<file path="src/logic/uart_pkg.sv">
// --------------------------------------------------
// UART shared definitions
// Fixed rate constants, FSM state types and the
// received word format used across the core
// --------------------------------------------------
`default_nettype none

package uart_pkg;

	// --------------------------------------------------
	// Rate
	// --------------------------------------------------
	localparam int CLK_FREQ   = 50_000_000;
	localparam int BAUD_RATE  = 312_500;
	localparam int OVERSAMPLE = 16;
	// Clocks between oversample ticks
	localparam int BAUD_DIV   = CLK_FREQ / (BAUD_RATE * OVERSAMPLE);
	localparam int TICK_CNT_W = 4;

	// --------------------------------------------------
	// FSM states
	// --------------------------------------------------
	typedef enum logic [2:0] {
		RX_IDLE,
		RX_START,
		RX_DATA,
		RX_STOP,
		RX_WAIT_IDLE
	} rx_state_t;

	typedef enum logic [1:0] {
		TX_IDLE,
		TX_START,
		TX_DATA,
		TX_STOP
	} tx_state_t;

	// Received byte with its status flags
	typedef struct packed {
		logic [7:0] data;
		logic       frame_err;  // stop bit sampled low
		logic       overrun;    // at least one word lost before this one
	} rx_word_t;

endpackage

`default_nettype wire

</file>
<file path="src/logic/uart_baud_gen.sv">
// --------------------------------------------------
// UART tick generator
// Free-running divider giving one clock wide pulse
// at sixteen times the bit rate
// --------------------------------------------------
`timescale 1ns/1ps
`default_nettype none

module uart_baud_gen
	import uart_pkg::*;
(
	input  logic clk,
	input  logic rst_n,
	output logic tick
);

	logic [TICK_CNT_W-1:0] div_cnt;
	logic                  wrap;

	// Last count of the divider period
	assign wrap = (div_cnt == TICK_CNT_W'(BAUD_DIV - 1));

	always_ff @(posedge clk) begin
		if (!rst_n) begin
			div_cnt <= '0;
			tick    <= 1'b0;
		end else begin
			if (wrap) begin
				div_cnt <= '0;
			end else begin
				div_cnt <= div_cnt + 1'b1;
			end
			// Registered, so first pulse lands BAUD_DIV clocks out of reset
			tick <= wrap;
		end
	end

	// --------------------------------------------------
	// Checks
	// --------------------------------------------------
	// Tick is a single clock pulse
	a_tick_single: assert property (
		@(posedge clk) disable iff (!rst_n)
		tick |=> !tick
	);

endmodule

`default_nettype wire

</file>
<file path="src/logic/uart_core.sv">
// --------------------------------------------------
// UART core top level
// 8N1 receiver and transmitter at a fixed rate with
// req/ack byte exchange on the host side
// --------------------------------------------------
`timescale 1ns/1ps
`default_nettype none

module uart_core
	import uart_pkg::*;
(
	input  logic       clk,
	input  logic       rst_n,
	// Serial pins
	input  logic       rx,
	output logic       tx,
	// Receive handshake
	output logic       rx_req,
	output rx_word_t   rx_word,
	input  logic       rx_ack,
	// Transmit handshake
	input  logic       tx_req,
	input  logic [7:0] tx_data,
	output logic       tx_ack
);

	logic     tick;
	rx_word_t word;
	logic     word_valid;

	uart_baud_gen i_baud_gen (
		.clk   (clk),
		.rst_n (rst_n),
		.tick  (tick)
	);

	uart_rx i_rx (
		.clk        (clk),
		.rst_n      (rst_n),
		.tick       (tick),
		.rx         (rx),
		.word       (word),
		.word_valid (word_valid)
	);

	uart_rx_port i_rx_port (
		.clk        (clk),
		.rst_n      (rst_n),
		.word       (word),
		.word_valid (word_valid),
		.rx_req     (rx_req),
		.rx_word    (rx_word),
		.rx_ack     (rx_ack)
	);

	uart_tx i_tx (
		.clk     (clk),
		.rst_n   (rst_n),
		.tick    (tick),
		.tx_req  (tx_req),
		.tx_data (tx_data),
		.tx_ack  (tx_ack),
		.tx      (tx)
	);

endmodule

`default_nettype wire

</file>
<file path="src/logic/uart_rx.sv">
// --------------------------------------------------
// UART receiver
// Oversamples rx at 16x, validates the start bit at
// mid-bit, shifts data in LSB first and checks stop
// --------------------------------------------------
`timescale 1ns/1ps
`default_nettype none

module uart_rx
	import uart_pkg::*;
(
	input  logic     clk,
	input  logic     rst_n,
	input  logic     tick,
	input  logic     rx,
	output rx_word_t word,
	output logic     word_valid
);

	rx_state_t                       state;
	logic                            rx_meta;
	logic                            rx_sync;
	logic [$clog2(OVERSAMPLE)-1:0]   tick_cnt;
	logic [2:0]                      bit_cnt;
	logic [7:0]                      shift_reg;
	logic                            frame_err;
	logic                            mid_bit;
	logic                            bit_end;

	// --------------------------------------------------
	// Input synchronizer
	// --------------------------------------------------
	// Idle line is high
	always_ff @(posedge clk) begin
		if (!rst_n) begin
			rx_meta <= 1'b1;
			rx_sync <= 1'b1;
		end else begin
			rx_meta <= rx;
			rx_sync <= rx_meta;
		end
	end

	// Half a bit after the falling edge, then whole bits
	assign mid_bit = (int'(tick_cnt) == OVERSAMPLE / 2 - 1);
	assign bit_end = (int'(tick_cnt) == OVERSAMPLE - 1);

	// --------------------------------------------------
	// Receive FSM
	// --------------------------------------------------
	always_ff @(posedge clk) begin
		if (!rst_n) begin
			state      <= RX_IDLE;
			tick_cnt   <= '0;
			bit_cnt    <= '0;
			word_valid <= 1'b0;
		end else begin
			word_valid <= 1'b0;
			if (tick) begin
				case (state)
					RX_IDLE: begin
						if (!rx_sync) begin
							state    <= RX_START;
							tick_cnt <= '0;
						end
					end
					RX_START: begin
						if (mid_bit) begin
							tick_cnt <= '0;
							bit_cnt  <= '0;
							// High at mid start bit means a glitch
							state    <= rx_sync ? RX_IDLE : RX_DATA;
						end else begin
							tick_cnt <= tick_cnt + 1'b1;
						end
					end
					RX_DATA: begin
						if (bit_end) begin
							tick_cnt <= '0;
							bit_cnt  <= bit_cnt + 3'd1;
							if (bit_cnt == 3'd7) begin
								state <= RX_STOP;
							end
						end else begin
							tick_cnt <= tick_cnt + 1'b1;
						end
					end
					RX_STOP: begin
						if (bit_end) begin
							tick_cnt   <= '0;
							word_valid <= 1'b1;
							state      <= rx_sync ? RX_IDLE : RX_WAIT_IDLE;
						end else begin
							tick_cnt <= tick_cnt + 1'b1;
						end
					end
					RX_WAIT_IDLE: begin
						// Bad stop bit, hold off until the line is back high
						if (rx_sync) begin
							state <= RX_IDLE;
						end
					end
					default: begin
						state <= RX_IDLE;
					end
				endcase
			end
		end
	end

	// Data and stop samples
	always_ff @(posedge clk) begin
		if (tick && bit_end && state == RX_DATA) begin
			shift_reg <= {rx_sync, shift_reg[7:1]};
		end
		if (tick && bit_end && state == RX_STOP) begin
			frame_err <= !rx_sync;
		end
	end

	assign word = '{data: shift_reg, frame_err: frame_err, overrun: 1'b0};

	// --------------------------------------------------
	// Checks
	// --------------------------------------------------
	a_valid_pulse: assert property (
		@(posedge clk) disable iff (!rst_n)
		word_valid |=> !word_valid
	);

endmodule

`default_nettype wire

</file>
<file path="src/logic/uart_rx_port.sv">
// --------------------------------------------------
// UART receive port
// Holds one received word, delivers it to the host
// over req/ack and tracks lost words as overrun
// --------------------------------------------------
`timescale 1ns/1ps
`default_nettype none

module uart_rx_port
	import uart_pkg::*;
(
	input  logic     clk,
	input  logic     rst_n,
	input  rx_word_t word,
	input  logic     word_valid,
	output logic     rx_req,
	output rx_word_t rx_word,
	input  logic     rx_ack
);

	logic held;
	logic ovr_sticky;
	logic capture;

	// Holding register busy until the handshake completes
	assign capture = word_valid && !held;

	always_ff @(posedge clk) begin
		if (!rst_n) begin
			held       <= 1'b0;
			rx_req     <= 1'b0;
			ovr_sticky <= 1'b0;
		end else begin
			if (capture) begin
				held       <= 1'b1;
				rx_req     <= 1'b1;
				// Reported with this word
				ovr_sticky <= 1'b0;
			end else begin
				if (word_valid) begin
					// No room, drop it
					ovr_sticky <= 1'b1;
				end
				if (rx_req && rx_ack) begin
					rx_req <= 1'b0;
				end else if (held && !rx_req && !rx_ack) begin
					held <= 1'b0;
				end
			end
		end
	end

	always_ff @(posedge clk) begin
		if (capture) begin
			rx_word <= '{data: word.data, frame_err: word.frame_err, overrun: ovr_sticky};
		end
	end

	// --------------------------------------------------
	// Checks
	// --------------------------------------------------
	a_word_stable: assert property (
		@(posedge clk) disable iff (!rst_n)
		rx_req |=> !rx_req || $stable(rx_word)
	);

	a_req_after_ack_low: assert property (
		@(posedge clk) disable iff (!rst_n)
		$rose(rx_req) |-> !rx_ack
	);

endmodule

`default_nettype wire

</file>
<file path="src/logic/uart_tx.sv">
// --------------------------------------------------
// UART transmitter
// Takes a byte over a four-phase handshake and sends
// start, eight data bits LSB first and stop
// --------------------------------------------------
`timescale 1ns/1ps
`default_nettype none

module uart_tx
	import uart_pkg::*;
(
	input  logic       clk,
	input  logic       rst_n,
	input  logic       tick,
	input  logic       tx_req,
	input  logic [7:0] tx_data,
	output logic       tx_ack,
	output logic       tx
);

	tx_state_t                     state;
	logic [$clog2(OVERSAMPLE)-1:0] tick_cnt;
	logic [2:0]                    bit_cnt;
	logic [7:0]                    shift_reg;
	logic                          loaded;
	logic                          accept;
	logic                          bit_end;

	// Only take a byte with the line idle and nothing queued
	assign accept  = tx_req && !tx_ack && !loaded && (state == TX_IDLE);
	// Bit boundaries follow a free-running 16-tick phase
	assign bit_end = tick && (int'(tick_cnt) == OVERSAMPLE - 1);

	// --------------------------------------------------
	// Handshake and transmit FSM
	// --------------------------------------------------
	always_ff @(posedge clk) begin
		if (!rst_n) begin
			state    <= TX_IDLE;
			tick_cnt <= '0;
			bit_cnt  <= '0;
			loaded   <= 1'b0;
			tx_ack   <= 1'b0;
			tx       <= 1'b1;
		end else begin
			if (tick) begin
				tick_cnt <= tick_cnt + 1'b1;
			end

			if (accept) begin
				tx_ack <= 1'b1;
				loaded <= 1'b1;
			end else if (tx_ack && !tx_req) begin
				tx_ack <= 1'b0;
			end

			if (bit_end) begin
				case (state)
					TX_IDLE: begin
						if (loaded) begin
							loaded <= 1'b0;
							tx     <= 1'b0;
							state  <= TX_START;
						end
					end
					TX_START: begin
						tx      <= shift_reg[0];
						bit_cnt <= '0;
						state   <= TX_DATA;
					end
					TX_DATA: begin
						bit_cnt <= bit_cnt + 3'd1;
						if (bit_cnt == 3'd7) begin
							tx    <= 1'b1;
							state <= TX_STOP;
						end else begin
							tx <= shift_reg[0];
						end
					end
					TX_STOP: begin
						state <= TX_IDLE;
					end
					default: begin
						state <= TX_IDLE;
					end
				endcase
			end
		end
	end

	// Byte shifter
	always_ff @(posedge clk) begin
		if (accept) begin
			shift_reg <= tx_data;
		end else if (bit_end && (state == TX_START || state == TX_DATA)) begin
			shift_reg <= {1'b0, shift_reg[7:1]};
		end
	end

	// --------------------------------------------------
	// Checks
	// --------------------------------------------------
	// A new byte is acknowledged only with the line idle
	a_ack_idle: assert property (
		@(posedge clk) disable iff (!rst_n)
		$rose(tx_ack) |-> (state == TX_IDLE) && tx
	);

endmodule

`default_nettype wire

</file>
<file path="config.mk">
export PLATFORM = sky130hd
export DESIGN_NAME = uart_core
export DESIGN_NICKNAME = d
export VERILOG_FILES = /design/src/logic/uart_pkg.sv /design/src/logic/uart_baud_gen.sv /design/src/logic/uart_core.sv /design/src/logic/uart_rx.sv /design/src/logic/uart_rx_port.sv /design/src/logic/uart_tx.sv
export SDC_FILE = /design/constraint.sdc
export NUM_CORES = 1
export LEC_CHECK = 0
export ABC_AREA = 1
export ABC_CLOCK_PERIOD_IN_PS = 2000
export BUFFER_PORTS_ARGS = -buffer_cell sky130_fd_sc_hd__buf_4
export CAP_MARGIN = 20
export CELL_PAD_IN_SITES_DETAIL_PLACEMENT = 1
export CELL_PAD_IN_SITES_GLOBAL_PLACEMENT = 1
export CORE_MARGIN = 1.5
export CORE_UTILIZATION = 35
export DETAILED_ROUTE_END_ITERATION = 12
export PLACE_DENSITY = 0.68
export REMOVE_ABC_BUFFERS = 1
export SETUP_SLACK_MARGIN = 0.15
export SLEW_MARGIN = 10
export SYNTH_ARGS = -nofsm -noshare
export SYNTH_HDL_FRONTEND = slang
export SYNTH_SLANG_ARGS = --single-unit
</file>
<file path="constraint.sdc">
create_clock -name clk -period 2 [get_ports clk]
set_clock_uncertainty 0.2 [all_clocks]
set_input_delay 0.1 -clock clk [delete_from_list [all_inputs] [get_ports clk]]
set_output_delay 0.1 -clock clk [all_outputs]
set_load 0.01 [all_outputs]
</file>
==> run_results.csv, run 1 <==
group,metric,value,unit
yosys,syn_area,0.00257,mm^2
global_route,track_usage,0.140,
pwr,ir_drop,0.268,mV
sta,rsz0062_at_grt,"no",
sta,tightest_slew,0.464,ns
yosys,synth_top_area_frac,0.316,
yosys,yosys_warnings,0,
min_path,hp-class,"primary input to register",
yosys,synthArstFlopShare,0,
global_route,grt_max_degree,19,
cts,htree_num_levels,3,
yosys,ys_seq_elements,60,
final_layout,syn_to_final_growth,25.3,%
final_layout,ff_latch_area,0.00147,mm^2
cts,clock_sinks,60,
sta,timing.fmax,0.584,GHz
critical_path,worstPathRequired,1.88,ns
yosys,netlist_instances,249,
yosys,synthTopCellsByArea,"edfxtp_1 (32%), dfxtp_1 (26%), ha_1 (5.8%), nand2_1 (5.3%), a21oi_1 (3.9%)",
global_route,gr-total-overflow,0,
drt,antenna_left,0,
global_route,grt.met1_usage,0.164,
critical_path,max_stage_delay,0.34,ns
global_route,grt_pass1_vias,1831,
floorplan,start_util,0.358,
drt,wl_per_cell,12.8,um
final_layout,postLayoutCoreUtil,0.448,
placed_design,dp_cells,372,
critical_path,critPathKind,"register to register",
placed_design,dp_hpwl,3.51,mm
sta,fin_setup_tns,0,ns
global_route,use_met3,0.0448,
global_route,top_usage_layer,"met2",
critical_path,worst_setup_path_start_kind,"register",
yosys,synth-seq-area-share,0.573,
drt,avgViaCountPerCell,4.60,
placed_design,place_area,0.00286,mm^2
yosys,synth_top_flop_cell,"dfxtp_1",
sta,finalHoldViolations,0,
drt,dr_total_vias,1849,
final_layout,num_antenna_cells,0,
drt,post-route-drc-count,0,
floorplan,fp.dieW,88.7,um
cts,clk_pin_slew,0.07,ns
flow_run,cap_violations,0,
yosys,synth_top_cells_by_count,"nand2_1 (36), dfxtp_1 (33), edfxtp_1 (27)",
global_route,grt_pass1_wl,8.31,mm
cts,insertion_delay,0.33,ns
critical_path,cp_num_buf_inv,2,
cts,numCtsBuffers,9,
drt,wl,5.14,mm
final_layout,num-fill-cells,820,
yosys,syn_avg_cell_area,10.3,um^2
critical_path,cp_slowest_cell,"mux2_1",
pwr,p_per_area,763,mW/mm^2
critical_path,path_cells,"inv_1 -> ha_1 -> inv_2 -> nor2_4 -> nand3_4 -> mux2_1",
floorplan,die_area,0.00786,mm^2
sta,final-setup-viol-count,0,
sta,slew_headroom,0.691,
cts,clockRootBuffer,"clkbuf_8",
critical_path,cp-end-kind,"register",
cts,cts.path.max_buffers,2,
sta,fin_crit,1.71,ns
drt,drt-initial-drc-count,86,
final_layout,design_area,0.00322,mm^2
final_layout,multi_input_area,985,um^2
final_layout,final_layout_size_suffix_gt1_frac,0.274,
floorplan,fp.dieH,88.7,um
sta,drv_slew,0,
yosys,synth.most_common_cell,"nand2_1",
final_layout,largest_reg_flops,10,
floorplan,row_count,31,
pwr,p_leak,1.29,nW
global_route,antenna_found_initial,0,
status,outcome,"completed",
critical_path,cp.arrival,1.59,ns
sta,final.period_utilization,0.856,
placed_design,place.gp.congestion,0.732,
global_route,use_met2,0.239,
floorplan,ioPinCount,26,
final_layout,finalNonFillerCells,402,
placed_design,port_buffers,25,
drt,first_pass_iters,4,
final_layout,fin_nets,323,
floorplan,core,0.00718,mm^2
yosys,ys_types,32,
cts,cts_tree,"built",
yosys,synth_top_cell_by_area,"edfxtp_1",
critical_path,critical-path-top-delay-family,"multiplexers",
critical_path,cp_max_fo,5,
yosys,synth_edf_count,27,
path summary, 6_finish.rpt:
check                              startpoint                end  slack (ns)  cells past startpoint
worst max-delay path            i_tx.state[0]  i_tx.shift_reg[4]        0.29                      6
worst min-delay path                    rst_n            i_tx.tx        0.03                      3
worst max register to register  i_tx.state[0]  i_tx.shift_reg[4]        0.29                      6
worst min register to register   i_rx.rx_meta       i_rx.rx_sync        0.22                      1
layout by cell type (no fill, tap or decap), types with 2 or more instances in the layout:
master         count
o21ai_1           12
clkinv_2           4
o21ai_0            4
inv_1             21
or2_2              3
buf_4             29
inv_2              6
mux2_2             4
mux2_1             3
nand2_2            5
nor2_4             5
clkbuf_1           2
dfxtp_1           33
ha_1              12
nand2_1           34
edfxtp_1          27
dlygate4sd3_1     11
nor2_2             4
nor2_1            25
nand3_2            6
a21oi_1           20
clkbuf_8           9
nor3_1             2
nand3_1            9
cell type report:
cell class,count,share of cell area
clock inverters,5,0.0163
multi-input cells,158,0.306
well taps,99,0.0385
inverters,28,0.0330
flip-flops and latches,60,0.457
repair buffers,41,0.108
clock buffers,11,0.0408
layer usage:
layer	vias to the layer above	part of all wire
li1	938	-
met5	-	0
met2	35	0.48
met1	864	0.47
met3	12	0.027
met4	0	0.026
per-stage QoR:
stage	hold WS [ns]	setup slack (ns)	power (mW)
after floorplan	-0.0154	0.285	1.39
after global placement	0.107	0.121	1.43
after detailed placement	0.110	0.0379	1.44
after CTS	0.0231	0.187	2.49
after global routing	0.0248	0.167	2.56
final	0.0323	0.288	2.46
timing repair:
action | 4_1_cts | 5_1_grt
hold buffers | 11 | 0
pin swaps | 1 | 2
cloned | 0 | 1
endpoints found under the setup margin | 12 | 19
buffers inserted | 0 | 2
hold endpoints to repair | 13 | 0
resized for setup | 3 | 3
worst reg2reg max path: stages, from the launching register on:
cell,delay (ns)
dfxtp_1,0.32
inv_1,0.12
ha_1,0.19
inv_2,0.06
nor2_4,0.13
nand3_4,0.13
mux2_1,0.34
where the power goes:
group / switching (mW) / total (mW) / internal, mW
combinational: 0.0600 / 0.125 / 0.0653
clock: 0.445 / 1.01 / 0.569
sequential: 0.0122 / 1.32 / 1.30
logic make-up after synthesis:
group,after synthesis,synth area share
mux,7,0.0307
compound gates,41,0.0887
fa+ha+maj,12,0.0585
flops,60,0.573
simple gates,96,0.189
buf+inv,32,0.0570
xor+xnor,1,0.00341
Power figures use the tool's default switching activity.
==> run 2, diff against run 1 <==
==> constraint.sdc (replaced) <==
create_clock -name clk -period 2 [get_ports clk]
set_clock_uncertainty 0.2 [all_clocks]
set_input_delay 0.3 -clock clk [delete_from_list [all_inputs] [get_ports clk]]
set_output_delay 0.3 -clock clk [all_outputs]
set_load 0.01 [all_outputs]
==> run 2 against run 1 <==
Compared with the run above:
- utilization decreased by 1.4 points
- flip-flop and latch count unchanged
- critical endpoint is now i_rx.state[2]
- sequential share of layout area increased by 1.5 points
- routed wire length decreased by 5.6%
- count of clock-buffer cells in the layout unchanged
- combinational power decreased by 14%
==> run_results.csv, run 2 (synthesis gave the netlist of run 1 again) <==
group,metric,value,unit
status,outcome,"completed",
drt,avgViaCountPerCell,4.55,
cts,clockRootBuffer,"clkbuf_8",
min_path,hp-class,"primary input to register",
placed_design,dp_cells,372,
placed_design,place_area,0.00286,mm^2
drt,first_pass_iters,4,
critical_path,r2r_slack,0.30,ns
final_layout,postLayoutCoreUtil,0.435,
critical_path,cp-end-kind,"register",
floorplan,core,0.00718,mm^2
critical_path,cpMostUsedCell,"nand3_2",
critical_path,cp_num_buf_inv,0,
critical_path,r2r_start,"i_rx.tick_cnt[0]",
sta,holdWs,0.0335,ns
final_layout,num_antenna_cells,0,
critical_path,max_stage_delay,0.37,ns
global_route,grt_pass1_vias,1779,
final_layout,syn_to_final_growth,21.4,%
drt,post-route-drc-count,0,
final_layout,ff_latch_area,0.00147,mm^2
final_layout,finalNonFillerCells,392,
sta,drv_slew,0,
flow_run,cap_violations,0,
cts,cts.path.max_buffers,2,
drt,antenna_left,0,
sta,final-setup-viol-count,0,
placed_design,dpl_worst_slack,0.0379,ns
final_layout,multi_input_area,985,um^2
sta,fin_crit,1.70,ns
floorplan,start_util,0.358,
critical_path,cp_max_fo,5,
global_route,antenna_found_initial,0,
floorplan,die_area,0.00786,mm^2
critical_path,worstRegToRegCells,8,
sta,final.period_utilization,0.848,
critical_path,path_cells,"ha_1 -> nand3_2 -> nand3_2 -> nand3_2 -> nor2_4 -> nand2_1 -> nand2_1 -> nor2_1",
global_route,grt_max_degree,19,
pwr,p_leak,1.25,nW
cts,insertion_delay,0.33,ns
critical_path,r2r_end,"i_rx.state[2]",
cts,htree_num_levels,3,
cts,cts_tree,"built",
final_layout,num-fill-cells,823,
final_layout,design_area,0.00312,mm^2
floorplan,ioPinCount,26,
drt,wl,4.85,mm
critical_path,critical-path-top-delay-family,"simple AND/OR/NAND/NOR gates",
critical_path,cp.arrival,1.72,ns
min_path,holdPathStages,3,
placed_design,dp_hpwl,3.51,mm
global_route,grt_pass1_wl,8.11,mm
sta,timing.fmax,0.589,GHz
final_layout,final_common_cell,"nand2_1",
final_layout,final_layout_size_suffix_gt1_frac,0.283,
min_path,min-delay-start,"tx_req",
global_route,track_usage,0.137,
critical_path,critPathKind,"register to register",
sta,fin_setup_tns,0,ns
placed_design,port_buffers,25,
min_path,whs_endpoint,"i_tx.tx_ack",
pwr,total_power,2.44,mW
sta,rsz0062_at_grt,"no",
sta,finalHoldViolations,0,
cts,clock_sinks,60,
drt,drt-initial-drc-count,77,
critical_path,cp_slowest_cell,"dfxtp_1",
final_layout,fin_nets,313,
floorplan,row_count,31,
global_route,gr-total-overflow,0,
final_layout,largest_reg_flops,10,
pwr,ir_drop,0.267,mV
critical_path,worstPathRequired,2.02,ns
drt,dr_total_vias,1783,
drt,wl_per_cell,12.4,um
pwr,p_per_area,783,mW/mm^2
sta,timing.final.ws_setup,0.303,ns
placed_design,place.gp.congestion,0.732,
sta,tightest_slew,0.472,ns
cts,numCtsBuffers,9,
floorplan,fp.dieH,88.7,um
sta,slew_headroom,0.685,
floorplan,fp.dieW,88.7,um
critical_path,worst_setup_path_start_kind,"register",
cts,clk_pin_slew,0.07,ns
final_layout,final_cell_mix,"nand2_1 (34), dfxtp_1 (33), buf_4 (29), edfxtp_1 (27), nor2_1 (25)",
## run 2: cell types whose count changed in the layout (fill, tap and decap cells not counted), sizes merged
cell / change
dlygate4sd3: -10
## run 2: per-layer routing
layer / vias to the layer above / track usage / part of all wire
met1: 831 / 0.161 / 0.48
met2: 27 / 0.232 / 0.48
met4: 0 / 0.0554 / 0.016
met3: 7 / 0.0448 / 0.031
li1: 918 / - / -
met5: - / 0 / 0
## run 2: worst max-delay path by stage
stage / start / endpoint / slack, ns / cells after the start
after floorplan: i_tx.state[0] / i_tx.shift_reg[2] / 0.28 / 6
after global placement: i_tx.state[0] / i_tx.shift_reg[3] / 0.12 / 6
after detailed placement: i_tx.state[0] / i_tx.shift_reg[4] / 0.04 / 6
after CTS: i_rx.tick_cnt[0] / i_rx.shift_reg[3] / 0.19 / 3
after global routing: i_rx.tick_cnt[0] / i_rx.state[2] / 0.17 / 8
final: i_rx.tick_cnt[0] / i_rx.state[2] / 0.30 / 8
## run 2: layout make-up
cell class                 count  area share
clock buffer                  11      0.0421
clock inverter                 5      0.0169
inverter                      28      0.0341
multi-input combinational    158       0.316
sequential                    60       0.472
tap                           99      0.0397
timing repair buffer          31      0.0795
## run 2: report_power, final
| group | total (mW) | internal [mW] | switching (mW) |
|---|---|---|---|
| clock | 1.02 | 0.569 | 0.450 |
| sequential | 1.32 | 1.30 | 0.0122 |
| combinational | 0.107 | 0.0526 | 0.0548 |
## run 2: tightest hold or removal path, stage by stage
cell     delay (ns)
buf_4          0.13
nand2_1        0.06
a21oi_1        0.03
## run 2: timing repair
| item | in CTS | in global routing |
|---|---|---|
| endpoints found under the setup margin | 12 | 18 |
| gates cloned | 0 | 1 |
| hold buffers | 1 | 0 |
| gates resized for setup | 3 | 3 |
| endpoints found under the hold margin | 1 | 0 |
| setup buffers | 0 | 2 |
| pin swaps | 1 | 2 |
==> run 3, diff against run 2 <==
--- a/config.mk
+++ b/config.mk
@@ -6,7 +6,7 @@
 export NUM_CORES = 1
 export LEC_CHECK = 0
 export ABC_AREA = 1
-export ABC_CLOCK_PERIOD_IN_PS = 2000
+export ABC_CLOCK_PERIOD_IN_PS = 1750
 export BUFFER_PORTS_ARGS = -buffer_cell sky130_fd_sc_hd__buf_4
 export CAP_MARGIN = 20
 export CELL_PAD_IN_SITES_DETAIL_PLACEMENT = 1
==> constraint.sdc (replaced) <==
create_clock -name clk -period 1.75 [get_ports clk]
set_clock_uncertainty 0.2 [all_clocks]
set_input_delay 0.2625 -clock clk [delete_from_list [all_inputs] [get_ports clk]]
set_output_delay 0.2625 -clock clk [all_outputs]
set_load 0.01 [all_outputs]
==> run 3 against run 2 <==
Compared with the run above:
- global-route usage rose by 1.5 points
- critical path type unchanged
- power rose by 28%
- count of clock-buffer cells in the layout did not move
==> run_results.csv, run 3 (synthesis gave the netlist of run 1 again) <==
group,metric,value,unit
global_route,grt_pass1_vias,1915,
global_route,grt_max_degree,19,
floorplan,ioPinCount,26,
drt,dr_total_vias,1885,
sta,fin_crit,1.63,ns
drt,avgViaCountPerCell,4.63,
pwr,p_int,2.51,mW
placed_design,port_buffers,25,
pwr,p_switching,617,uW
cts,numCtsBuffers,9,
final_layout,final_common_cell,"buf_4",
cts,insertion_delay,0.33,ns
placed_design,place_area,0.00293,mm^2
floorplan,fp.dieH,88.7,um
critical_path,cp_max_fo,5,
sta,timing.fmax,0.612,GHz
pwr,ir_drop,0.415,mV
cts,cts.path.max_buffers,2,
min_path,hp-class,"primary input to register",
global_route,antenna_found_initial,0,
sta,final-setup-viol-count,0,
critical_path,cp_slowest_cell,"dfxtp_2",
global_route,track_usage,0.152,
sta,final.period_utilization,0.934,
floorplan,start_util,0.358,
floorplan,row_count,31,
global_route,grt_pass1_wl,8.85,mm
sta,drv_slew,0,
final_layout,design_area,0.00342,mm^2
critical_path,cp-end-kind,"register",
status,outcome,"completed",
pwr,p_leak,1.36,nW
placed_design,place.gp.congestion,0.774,
drt,drt-initial-drc-count,50,
floorplan,fp.dieW,88.7,um
sta,slew_headroom,0.762,
placed_design,dp_cells,380,
pwr,power_frac_comb,0.050,
final_layout,final_cell_mix,"buf_4 (41), nand2_1 (33), edfxtp_1 (27), nor2_1 (25), dfxtp_1 (23)",
sta,rsz0062_at_grt,"yes",
critical_path,path_cells,"inv_2 -> ha_4 -> inv_2 -> nor2_4 -> nand3_4 -> mux2_4",
final_layout,fin_nets,328,
placed_design,dp_hpwl,3.66,mm
critical_path,r2r_slack,0.12,ns
critical_path,cp.arrival,1.52,ns
cts,htree_num_levels,3,
critical_path,worst_setup_path_start_kind,"register",
pwr,clockPowerShare,0.470,
pwr,p_per_area,915,mW/mm^2
cts,cts_tree,"built",
final_layout,num_antenna_cells,0,
pwr,power.share.switching,0.197,
sta,finalHoldViolations,0,
final_layout,largest_reg_flops,10,
critical_path,worstPathRequired,1.63,ns
cts,clock_sinks,60,
global_route,gr-total-overflow,0,
sta,tightest_slew,0.356,ns
final_layout,syn_to_final_growth,33.3,%
floorplan,die_area,0.00786,mm^2
drt,wl_per_cell,13.6,um
critical_path,cpMostUsedCell,"inv_2",
cts,clk_pin_slew,0.07,ns
drt,antenna_left,0,
drt,post-route-drc-count,0,
final_layout,finalNonFillerCells,407,
floorplan,core,0.00718,mm^2
critical_path,critPathKind,"register to register",
drt,wl,5.55,mm
cts,clockRootBuffer,"clkbuf_8",
critical_path,max_stage_delay,0.32,ns
pwr,pwr-share-seq,0.480,
final_layout,final_layout_size_suffix_gt1_frac,0.399,
drt,first_pass_iters,4,
flow_run,cap_violations,0,
run 3: final timing paths:
kind / start / to / depth (start not counted)
worst max-delay path: i_tx.state[0] / i_tx.shift_reg[3] / 6
worst min-delay path: tx_data[4] / i_tx.shift_reg[4] / 2
worst max register to register: i_tx.state[0] / i_tx.shift_reg[3] / 6
worst min register to register: i_rx.rx_meta / i_rx.rx_sync / 1
run 3: layout make-up:
type | count | area (um^2)
fillers | 795 | 3750
repair buffers | 46 | 369
clock inverters | 5 | 100
inverters | 28 | 106
flip-flops and latches | 60 | 1490
clock buffers | 11 | 131
multi-input cells | 158 | 1100
well taps | 99 | 124
run 3: metrics by stage:
stage	power, mW	hold slack, ns	setup TNS, ns	util	setup slack (ns)
finish	3.13	0.0330	0	0.477	0.115
global route	3.25	0.0168	0	0.477	0.0496
CTS	3.17	0.0156	0	0.465	0.0849
detailed placement	1.65	0.203	-0.666	0.409	-0.0814
global placement	1.64	0.198	-0.0264	0.409	-0.00910
floorplan	1.59	0.147	0	-	0.0346
run 3: power by group through the flow:
| stage | Clock (mW) | Sequential (mW) | Combinational, mW |
|---|---|---|---|
| after floorplan | 0 | 1.53 | 0.0627 |
| after global placement | 0 | 1.53 | 0.111 |
| after detailed placement | 0 | 1.53 | 0.116 |
| after CTS | 1.52 | 1.50 | 0.148 |
| after global routing | 1.57 | 1.51 | 0.173 |
| final | 1.47 | 1.50 | 0.157 |
run 3: worst max-delay path: cells and delay by family, from the launching register on:
kind	cells	cell delay, ns
mux	1	0.32
fa+ha+maj	1	0.13
simple gates	2	0.29
buf+inv	2	0.11
flops	1	0.32
run 3: what timing repair did:
item / CTS / global route
pin swaps: 5 / 12
resized for setup: 24 / 20
hold buffers: 3 / 0
endpoints found under the setup margin: 30 / 35
cloned: 1 / 0
hold endpoints to repair: 3 / 0
setup buffers: 4 / 3
run 3: layer usage:
layer / share of wire / up-vias / GRT usage
met2: 0.52 / 25 / 0.264
li1: - / 942 / -
met1: 0.44 / 909 / 0.174
met5: 0 / - / 0
met4: 0.015 / 0 / 0.0639
met3: 0.026 / 9 / 0.0448
